--- src/include/crop_settings.svh ---
`ifndef CROP_SETTINGS_SVH
`define CROP_SETTINGS_SVH

//////////////////////////////
// Pixel format
//////////////////////////////

// Bits per pixel on the stream
`define PIXEL_WIDTH 8

//////////////////////////////
// Image geometry
//////////////////////////////

// Column index and window width
`define IMG_WBITS 12

// Row index and window height
`define IMG_HBITS 12

`endif

--- src/hw/crop_pkg.sv ---
`include "crop_settings.svh"

package crop_pkg;

	// One pixel per beat, flags ride along with the data
	typedef struct packed {
		logic [`PIXEL_WIDTH-1:0] data;
		logic                    sof;
		logic                    eol;
	} pixel_beat_t;

	// Crop rectangle in image coordinates
	typedef struct packed {
		logic [`IMG_WBITS-1:0] left;
		logic [`IMG_WBITS-1:0] width;
		logic [`IMG_HBITS-1:0] top;
		logic [`IMG_HBITS-1:0] height;
	} crop_window_t;

	// Line framing of the crop stage
	typedef enum logic [1:0] {
		LINE_IDLE   = 2'd0,
		LINE_GAP    = 2'd1,
		LINE_STREAM = 2'd2
	} line_state_e;

endpackage

--- src/hw/window_tracker.sv ---
`include "crop_settings.svh"

module window_tracker import crop_pkg::*; (
	input  logic                  clk,
	input  logic                  resetn,
	input  logic                  frame_start,
	input  logic                  line_start,
	input  logic                  col_advance,
	input  logic [`IMG_WBITS-1:0] col_idx,
	input  logic [`IMG_HBITS-1:0] row_idx,
	input  crop_window_t          win,
	output logic                  keep,
	output logic                  is_sof,
	output logic                  is_eol
);

	crop_window_t win_q;

	// One extra bit so a window touching the image edge does not wrap
	logic [`IMG_WBITS:0] right_q;
	logic [`IMG_HBITS:0] bottom_q;
	logic                bounds_load;

	logic sof_pending;
	logic eol_pending;
	logic idx_live;

	logic [`IMG_WBITS:0] col_ext;
	logic [`IMG_WBITS:0] col_plus1;
	logic [`IMG_HBITS:0] row_ext;
	logic                col_hit;
	logic                row_hit;

	//////////////////////////////
	// Per-frame window
	//////////////////////////////

	// Window is frozen for the whole frame
	always_ff @(posedge clk) begin
		if (!resetn) begin
			win_q <= win;
		end else if (frame_start) begin
			win_q <= win;
		end
	end

	always_ff @(posedge clk) begin
		if (!resetn) begin
			bounds_load <= 1'b0;
		end else begin
			bounds_load <= frame_start;
		end
	end

	// Bounds follow one cycle behind the window register,
	// still ahead of the first held pixel of the frame
	always_ff @(posedge clk) begin
		if (!resetn) begin
			right_q  <= {1'b0, win.left} + {1'b0, win.width};
			bottom_q <= {1'b0, win.top} + {1'b0, win.height};
		end else if (bounds_load) begin
			right_q  <= {1'b0, win_q.left} + {1'b0, win_q.width};
			bottom_q <= {1'b0, win_q.top} + {1'b0, win_q.height};
		end
	end

	//////////////////////////////
	// Flag bookkeeping
	//////////////////////////////

	// Indices point into the current line once its first pixel is taken
	always_ff @(posedge clk) begin
		if (!resetn) begin
			idx_live <= 1'b0;
		end else if (line_start) begin
			idx_live <= 1'b0;
		end else if (col_advance) begin
			idx_live <= 1'b1;
		end
	end

	// One sof per frame and one eol per line at most
	always_ff @(posedge clk) begin
		if (!resetn) begin
			sof_pending <= 1'b0;
		end else if (frame_start) begin
			sof_pending <= 1'b1;
		end else if (col_advance && idx_live && is_sof) begin
			sof_pending <= 1'b0;
		end
	end

	always_ff @(posedge clk) begin
		if (!resetn) begin
			eol_pending <= 1'b0;
		end else if (line_start) begin
			eol_pending <= 1'b1;
		end else if (col_advance && idx_live && is_eol) begin
			eol_pending <= 1'b0;
		end
	end

	//////////////////////////////
	// Position compare
	//////////////////////////////

	always_comb begin
		col_ext   = {1'b0, col_idx};
		row_ext   = {1'b0, row_idx};
		col_plus1 = col_ext + 1'b1;

		col_hit = (col_idx >= win_q.left) && (col_ext < right_q);
		row_hit = (row_idx >= win_q.top) && (row_ext < bottom_q);
		keep    = col_hit && row_hit;

		// Top-left corner of the window
		is_sof = keep && sof_pending && (col_idx == win_q.left) && (row_idx == win_q.top);
		// Rightmost kept column
		is_eol = keep && eol_pending && (col_plus1 == right_q);
	end

endmodule

--- src/hw/window_crop.sv ---
`include "crop_settings.svh"

module window_crop import crop_pkg::*; (
	input  logic         clk,
	input  logic         resetn,

	input  pixel_beat_t  in_beat,
	input  logic         in_valid,
	output logic         in_ready,

	output pixel_beat_t  out_beat,
	output logic         out_valid,
	input  logic         out_ready,

	input  crop_window_t win
);

	line_state_e state;
	line_state_e state_next;

	// Single pixel holding register
	logic [`PIXEL_WIDTH-1:0] hold_data;
	logic                    hold_eol;
	logic                    hold_valid;
	logic                    hold_drain;
	logic                    in_take;

	// Position of the held pixel
	logic [`IMG_WBITS-1:0] col_idx;
	logic [`IMG_WBITS-1:0] col_next;
	logic [`IMG_HBITS-1:0] row_idx;

	logic frame_start;
	logic line_start;

	logic keep;
	logic is_sof;
	logic is_eol;

	//////////////////////////////
	// Handshake
	//////////////////////////////

	assign line_start  = (state == LINE_GAP);
	assign frame_start = line_start && in_valid && in_beat.sof;

	// Dropped pixels leave at once, kept ones wait for the sink
	assign hold_drain = hold_valid && (!keep || out_ready);

	// Input closes once the eol pixel sits in the register
	assign in_ready = (state == LINE_STREAM) && (!hold_valid || (hold_drain && !hold_eol));
	assign in_take  = in_valid && in_ready;

	//////////////////////////////
	// Line FSM
	//////////////////////////////

	always_comb begin
		state_next = state;
		case (state)
			LINE_IDLE: begin
				if (in_valid) begin
					state_next = LINE_GAP;
				end
			end
			LINE_GAP: begin
				state_next = LINE_STREAM;
			end
			LINE_STREAM: begin
				// Line ends when its last pixel leaves the register
				if (hold_valid && hold_eol && hold_drain) begin
					state_next = LINE_IDLE;
				end
			end
			default: begin
				state_next = LINE_IDLE;
			end
		endcase
	end

	always_ff @(posedge clk) begin
		if (!resetn) begin
			state <= LINE_IDLE;
		end else begin
			state <= state_next;
		end
	end

	//////////////////////////////
	// Column and row counters
	//////////////////////////////

	always_ff @(posedge clk) begin
		if (!resetn) begin
			col_idx  <= '0;
			col_next <= '0;
		end else if (line_start) begin
			col_next <= '0;
		end else if (in_take) begin
			col_idx  <= col_next;
			col_next <= col_next + 1'b1;
		end
	end

	// All ones after reset, so a stray first line without sof lands on row 0
	always_ff @(posedge clk) begin
		if (!resetn) begin
			row_idx <= '1;
		end else if (line_start) begin
			row_idx <= frame_start ? '0 : row_idx + 1'b1;
		end
	end

	//////////////////////////////
	// Pixel register
	//////////////////////////////

	always_ff @(posedge clk) begin
		if (!resetn) begin
			hold_valid <= 1'b0;
			hold_eol   <= 1'b0;
		end else if (in_take) begin
			hold_valid <= 1'b1;
			hold_eol   <= in_beat.eol;
		end else if (hold_drain) begin
			hold_valid <= 1'b0;
		end
	end

	always_ff @(posedge clk) begin
		if (in_take) begin
			hold_data <= in_beat.data;
		end
	end

	window_tracker u_tracker (
		.clk         (clk),
		.resetn      (resetn),
		.frame_start (frame_start),
		.line_start  (line_start),
		.col_advance (in_take),
		.col_idx     (col_idx),
		.row_idx     (row_idx),
		.win         (win),
		.keep        (keep),
		.is_sof      (is_sof),
		.is_eol      (is_eol)
	);

	// Flags are regenerated for the cropped image
	assign out_valid = hold_valid && keep;
	assign out_beat  = '{data: hold_data, sof: is_sof, eol: is_eol};

endmodule

--- src/hw/video_crop_top.sv ---
`include "crop_settings.svh"

module video_crop_top import crop_pkg::*; (
	input  logic                    clk,
	input  logic                    resetn,

	input  logic                    s_valid,
	input  logic [`PIXEL_WIDTH-1:0] s_data,
	input  logic                    s_sof,
	input  logic                    s_eol,
	output logic                    s_ready,

	output logic                    m_valid,
	output logic [`PIXEL_WIDTH-1:0] m_data,
	output logic                    m_sof,
	output logic                    m_eol,
	input  logic                    m_ready,

	input  logic [`IMG_WBITS-1:0]   win_left,
	input  logic [`IMG_HBITS-1:0]   win_top,
	input  logic [`IMG_WBITS-1:0]   win_width,
	input  logic [`IMG_HBITS-1:0]   win_height
);

	pixel_beat_t  in_beat;
	pixel_beat_t  out_beat;
	crop_window_t win;

	assign in_beat = '{data: s_data, sof: s_sof, eol: s_eol};
	assign win     = '{left: win_left, width: win_width, top: win_top, height: win_height};

	assign m_data = out_beat.data;
	assign m_sof  = out_beat.sof;
	assign m_eol  = out_beat.eol;

	window_crop u_crop (
		.clk       (clk),
		.resetn    (resetn),
		.in_beat   (in_beat),
		.in_valid  (s_valid),
		.in_ready  (s_ready),
		.out_beat  (out_beat),
		.out_valid (m_valid),
		.out_ready (m_ready),
		.win       (win)
	);

endmodule

--- config.mk ---
export PLATFORM = sky130hd
export DESIGN_NAME = video_crop_top
export DESIGN_NICKNAME = d
export VERILOG_FILES = /design/src/hw/crop_pkg.sv /design/src/hw/window_tracker.sv /design/src/hw/window_crop.sv /design/src/hw/video_crop_top.sv
export VERILOG_INCLUDE_DIRS = /design/src /design/src/include
export SDC_FILE = /design/constraint.sdc
export NUM_CORES = 1
export LEC_CHECK = 0
export ABC_CLOCK_PERIOD_IN_PS = 7300
export BUFFER_PORTS_ARGS = -buffer_cell sky130_fd_sc_hd__buf_4
export CORE_ASPECT_RATIO = 1.1
export CORE_MARGIN = 5
export CORE_UTILIZATION = 38
export DETAILED_ROUTE_END_ITERATION = 10
export PLACE_DENSITY = 0.63
export SLEW_MARGIN = 5
export SYNTH_ARGS = -nofsm -noshare
export SYNTH_HDL_FRONTEND = slang
export SYNTH_HIERARCHICAL = 1
export SYNTH_SLANG_ARGS = --single-unit
--- constraint.sdc ---
create_clock -name clk -period 7.3 [get_ports clk]
set_input_delay 1.46 -clock clk [delete_from_list [all_inputs] [get_ports clk]]
set_output_delay 1.46 -clock clk [all_outputs]
set_load 0.02 [all_outputs]
==> results.txt <==
The number of setup violations in the final report came out at 0. Of all flip-flops after synthesis, the portion carrying an async set or reset was 0%. In the final routed layout, each cell accounts on average for 15.3 um. The post-route antenna net violation count is 0.

The reported leakage power is 0.00407 uW. The die outline width is 150 um. After synthesis, the largest family of logic cells by area is compound AO/OA/AOI/OAI gates.

The count of final max-slew check failures was 0. Wires add up to 18.7 mm. Setup repair after global routing left no endpoint under its margin.

The count of yosys warnings during synthesis is 6. After global routing the overflow that remains totals 0. Across all setup checks in the final design, the least slack found is 2.80 ns. The count of hold buffers inserted by post-cts repair is 0.

The worst hold path belongs to the class flip-flop to flip-flop. Dividing total power by cell area gives a power density of 214 nW/um2. The pre-antenna-repair detailed-routing pass consisted of 6 iterations. The initial standard-cell utilization of the core is 38.6%. The number of violations reported at the end of detailed-routing iteration 0 is 337. After legalization and detailed placement, the total HPWL measured 14.0 mm.

The floorplan step defined a core boundary enclosing 21,300 um2. The actual transition at the worst max-transition pin is 0.809 ns. STA puts the critical path data required time at 5.84 ns. The setup TNS after final layout came out at 0 ns. The final hold violation count is 0. The minimum clock period came out at 4.50 ns.

The post-CTS setup buffer count is 0. The clock skew after layout is 0.0104 ns. The average instance area after synthesis is 9.77 um2. The layout overhead on the synthesized area is 17.7%. The count of filler cells inserted in the layout is 2,081. The biggest area contributor in the post-synthesis netlist is sky130_fd_sc_hd__edfxtp_1. The number of placed instances with taps included is 1,193. The number of antenna diodes came out at 0. Yosys attributes the largest share of cell area to sky130_fd_sc_hd__edfxtp_1 30%, sky130_fd_sc_hd__ha_1 15%, sky130_fd_sc_hd__dfxtp_1 11%. The upper clock frequency limit came out at 222 MHz. STA classifies the critical path endpoint as an output pin. In the final layout, the share of cells above drive strength 1 is 13.2%. The number of enable-type register cells in the synthesized netlist is 82. The synthesized netlist net count is 1,005.

The number of global-route vias before repair is 6,157. TritonCTS built the clock tree. Entering global routing, the biggest net connects 69 pins.

The synthesized area is 8220 um2. The count of cells resized by post-cts repair is 0. The number of antenna violations at the first check in global routing is 0.

The number of standard cells after synthesis came out at 841. The worst setup path is launched from a flip-flop. The area share of fa/ha/maj cells after synthesis came out at 15.9%. The routability congestion estimate from global placement is 0.917. The post-detailed-route via-to-cell ratio came out at 5.26. The worst setup path is of the flip-flop to output pin kind. The net count of the finished layout is 1,086. The multiplexer area fraction after synthesis came out at 1.40%. The total number of clock tree sinks came out at 126. Across every metal layer, demand over resource in global routing totals 15.6%.

The overall die area is 24,700 um2. The post-route total power came out at 2070 uW. The sequential element share of the synthesized area came out at 40.7%.

Measured against its own limit, the worst slew margin works out to 46.0%. For this block, the via count after detailed routing is 6,446. Across the VDD grid, the largest voltage drop is 0.156 mV. The unique cell type count in the Yosys netlist came out at 66. Clock-pin slew was measured on the worst setup and hold paths at 0.06 ns. Among all flip-flop cells after synthesis, the most frequent one is sky130_fd_sc_hd__edfxtp_1. The number of buffer cells added on primary ports is 73. The H-tree was split into 4 levels. The total of flip-flops plus latches after synthesis came out at 126.

The simple-gate area share of the yosys netlist came out at 15.8%. The count of maximum capacitance violations came out at 0. At the worst endpoint, the arrival time is 3.04 ns.

The height of the die is 164 um. The number of placement rows is 56. The global-route wire length before repair came out at 30.6 mm. The root buffer cell chosen for the clock tree is sky130_fd_sc_hd__clkbuf_16.

The clock latency at the later pin of the worst-skew pair came out at 0.41 ns. The total clock buffers created by CTS is 17. The maximum buffer depth of the clock tree came out at 2. After detailed routing, the number of remaining DRC violations is 0.

The post-synthesis xor/xnor area fraction came out at 4.99%. The highest net fanout along the worst path came out at 6. The area fraction of the dominant cell type after synthesis is 30.0%. The worst setup slack before clock tree synthesis is 3.28 ns. The flow ran to the end, and the final reports show no timing, DRC or antenna violations. The post-layout instance count excluding filler cells came out at 1,225. The area fraction in compound gates after synthesis is 17.1%. The total I/O pin count is 74.

The period utilization is 61.6%.
-- layout by cell type (no fill, tap or decap), types with 5 or more instances in the layout --
cell type,Yosys,routed
sky130_fd_sc_hd__nand2_1,67,67
sky130_fd_sc_hd__nand2b_1,12,11
sky130_fd_sc_hd__a21o_1,19,19
sky130_fd_sc_hd__clkbuf_1,9,5
sky130_fd_sc_hd__ha_1,98,98
sky130_fd_sc_hd__dfxtp_1,44,44
sky130_fd_sc_hd__xnor2_1,22,22
sky130_fd_sc_hd__xor2_1,23,23
sky130_fd_sc_hd__o21a_1,9,9
sky130_fd_sc_hd__a21oi_1,56,56
sky130_fd_sc_hd__a211oi_1,17,17
sky130_fd_sc_hd__buf_4,2,77
sky130_fd_sc_hd__edfxtp_1,82,82
sky130_fd_sc_hd__a21boi_0,15,15
sky130_fd_sc_hd__and3_1,10,10
sky130_fd_sc_hd__clkbuf_16,0,18
sky130_fd_sc_hd__o31ai_1,10,10
sky130_fd_sc_hd__nor3_1,18,18
sky130_fd_sc_hd__a31oi_1,10,10
sky130_fd_sc_hd__inv_1,70,70
sky130_fd_sc_hd__a211o_1,5,5
sky130_fd_sc_hd__nand4_1,12,12
sky130_fd_sc_hd__nand3_1,28,28
sky130_fd_sc_hd__and2_1,5,5
sky130_fd_sc_hd__or4_1,6,6
sky130_fd_sc_hd__nor2b_1,11,11
sky130_fd_sc_hd__or3_1,8,8
sky130_fd_sc_hd__nor2_1,50,50
sky130_fd_sc_hd__mux2i_1,7,7
sky130_fd_sc_hd__o21ai_0,45,45
-- path summary, 6_finish.rpt --
path                          start                      endpoint  slack (ns)  cells past startpoint
setup reg to reg  u_crop/col_idx[0]  u_crop/u_tracker/sof_pending        3.48                     12
hold reg to reg     u_crop/hold_eol               u_crop/hold_eol        0.48                      2
setup / recovery  u_crop/row_idx[0]                       s_ready        2.80                     10
hold / removal      u_crop/hold_eol               u_crop/hold_eol        0.48                      2
-- Yosys cell counts, types with 6 or more instances --
master / number
sky130_fd_sc_hd__a21oi_1: 56
sky130_fd_sc_hd__a211oi_1: 17
sky130_fd_sc_hd__o21a_1: 9
sky130_fd_sc_hd__a31oi_1: 10
sky130_fd_sc_hd__a21boi_0: 15
sky130_fd_sc_hd__or4_1: 6
sky130_fd_sc_hd__edfxtp_1: 82
sky130_fd_sc_hd__nand4_1: 12
sky130_fd_sc_hd__nor2_1: 50
sky130_fd_sc_hd__nor3_1: 18
sky130_fd_sc_hd__o31ai_1: 10
sky130_fd_sc_hd__xor2_1: 23
sky130_fd_sc_hd__or3_1: 8
sky130_fd_sc_hd__nand2b_1: 12
sky130_fd_sc_hd__nand2_1: 67
sky130_fd_sc_hd__inv_1: 70
sky130_fd_sc_hd__nand3_1: 28
sky130_fd_sc_hd__and3_1: 10
sky130_fd_sc_hd__nor2b_1: 11
sky130_fd_sc_hd__dfxtp_1: 44
sky130_fd_sc_hd__ha_1: 98
sky130_fd_sc_hd__mux2i_1: 7
sky130_fd_sc_hd__o21ai_0: 45
sky130_fd_sc_hd__a21o_1: 19
sky130_fd_sc_hd__clkbuf_1: 9
sky130_fd_sc_hd__xnor2_1: 22
-- state kept, by name, indices dropped and copies added, names as in the netlist --
signal,cells
u_crop/u_tracker/bottom_q,13
u_crop/hold_valid,1
u_crop/state,2
u_crop/u_tracker/right_q,13
u_crop/u_tracker/win_q,48
u_crop/hold_eol,1
u_crop/u_tracker/sof_pending,1
u_crop/row_idx,12
u_crop/hold_data,8
u_crop/u_tracker/eol_pending,1
u_crop/u_tracker/idx_live,1
u_crop/col_next,12
u_crop/col_idx,12
u_crop/u_tracker/bounds_load,1
-- area by class of cell --
| class | count | area (um2) | area share [%] |
|---|---|---|---|
| multi-input cells | 629 | 4550 | 47.0 |
| flip-flops and latches | 126 | 3340 | 34.6 |
| repair buffers | 77 | 578 | 5.98 |
| clock buffers | 27 | 524 | 5.42 |
| well taps | 290 | 363 | 3.75 |
| inverters | 71 | 267 | 2.76 |
| clock inverters | 5 | 52.6 | 0.543 |
-- through the flow --
step                      area [um2]  hold WS (ns)  utilization [%]
after detailed placement        9100         0.470             42.7
after global placement          9100         0.458             42.7
final                           9670         0.476             45.4
after CTS                       9670         0.479             45.4
after global routing            9670         0.518             45.4
after floorplan                 8220         0.432                -
-- cells by family after synthesis --
group,Yosys count
buffers and inverters,86
and+or+nand+nor,252
xor gates and xnor gates,46
AOI/OAI and AO/OA,218
muxes,11
adders and majority gates,102
DFF,126
-- power breakdown --
part | total [uW] | internal (uW) | switching, uW
clock | 822 | 523 | 299
combinational | 391 | 177 | 215
sequential | 853 | 818 | 34.5
total | 2070 | 1520 | 548
-- layer usage --
layer	GRT usage (%)	routed length (um)	vias up
met5	0	0	-
met4	4.95	276	0
met3	2.73	763	22
met2	24.7	8510	138
met1	21.7	9140	3013
li1	-	-	3273
-- worst max-delay path, stage by stage, from the launching register on --
cell,delay [ns]
sky130_fd_sc_hd__dfxtp_1,0.42
sky130_fd_sc_hd__inv_1,0.07
sky130_fd_sc_hd__ha_1,0.28
sky130_fd_sc_hd__nand3_1,0.08
sky130_fd_sc_hd__nor4_1,0.38
sky130_fd_sc_hd__a211o_1,0.16
sky130_fd_sc_hd__o21bai_1,0.12
sky130_fd_sc_hd__a211oi_2,0.42
sky130_fd_sc_hd__nand3b_1,0.30
sky130_fd_sc_hd__and3_1,0.25
sky130_fd_sc_hd__buf_4,0.15
No activity file was read; power rests on OpenSTA's default activity.
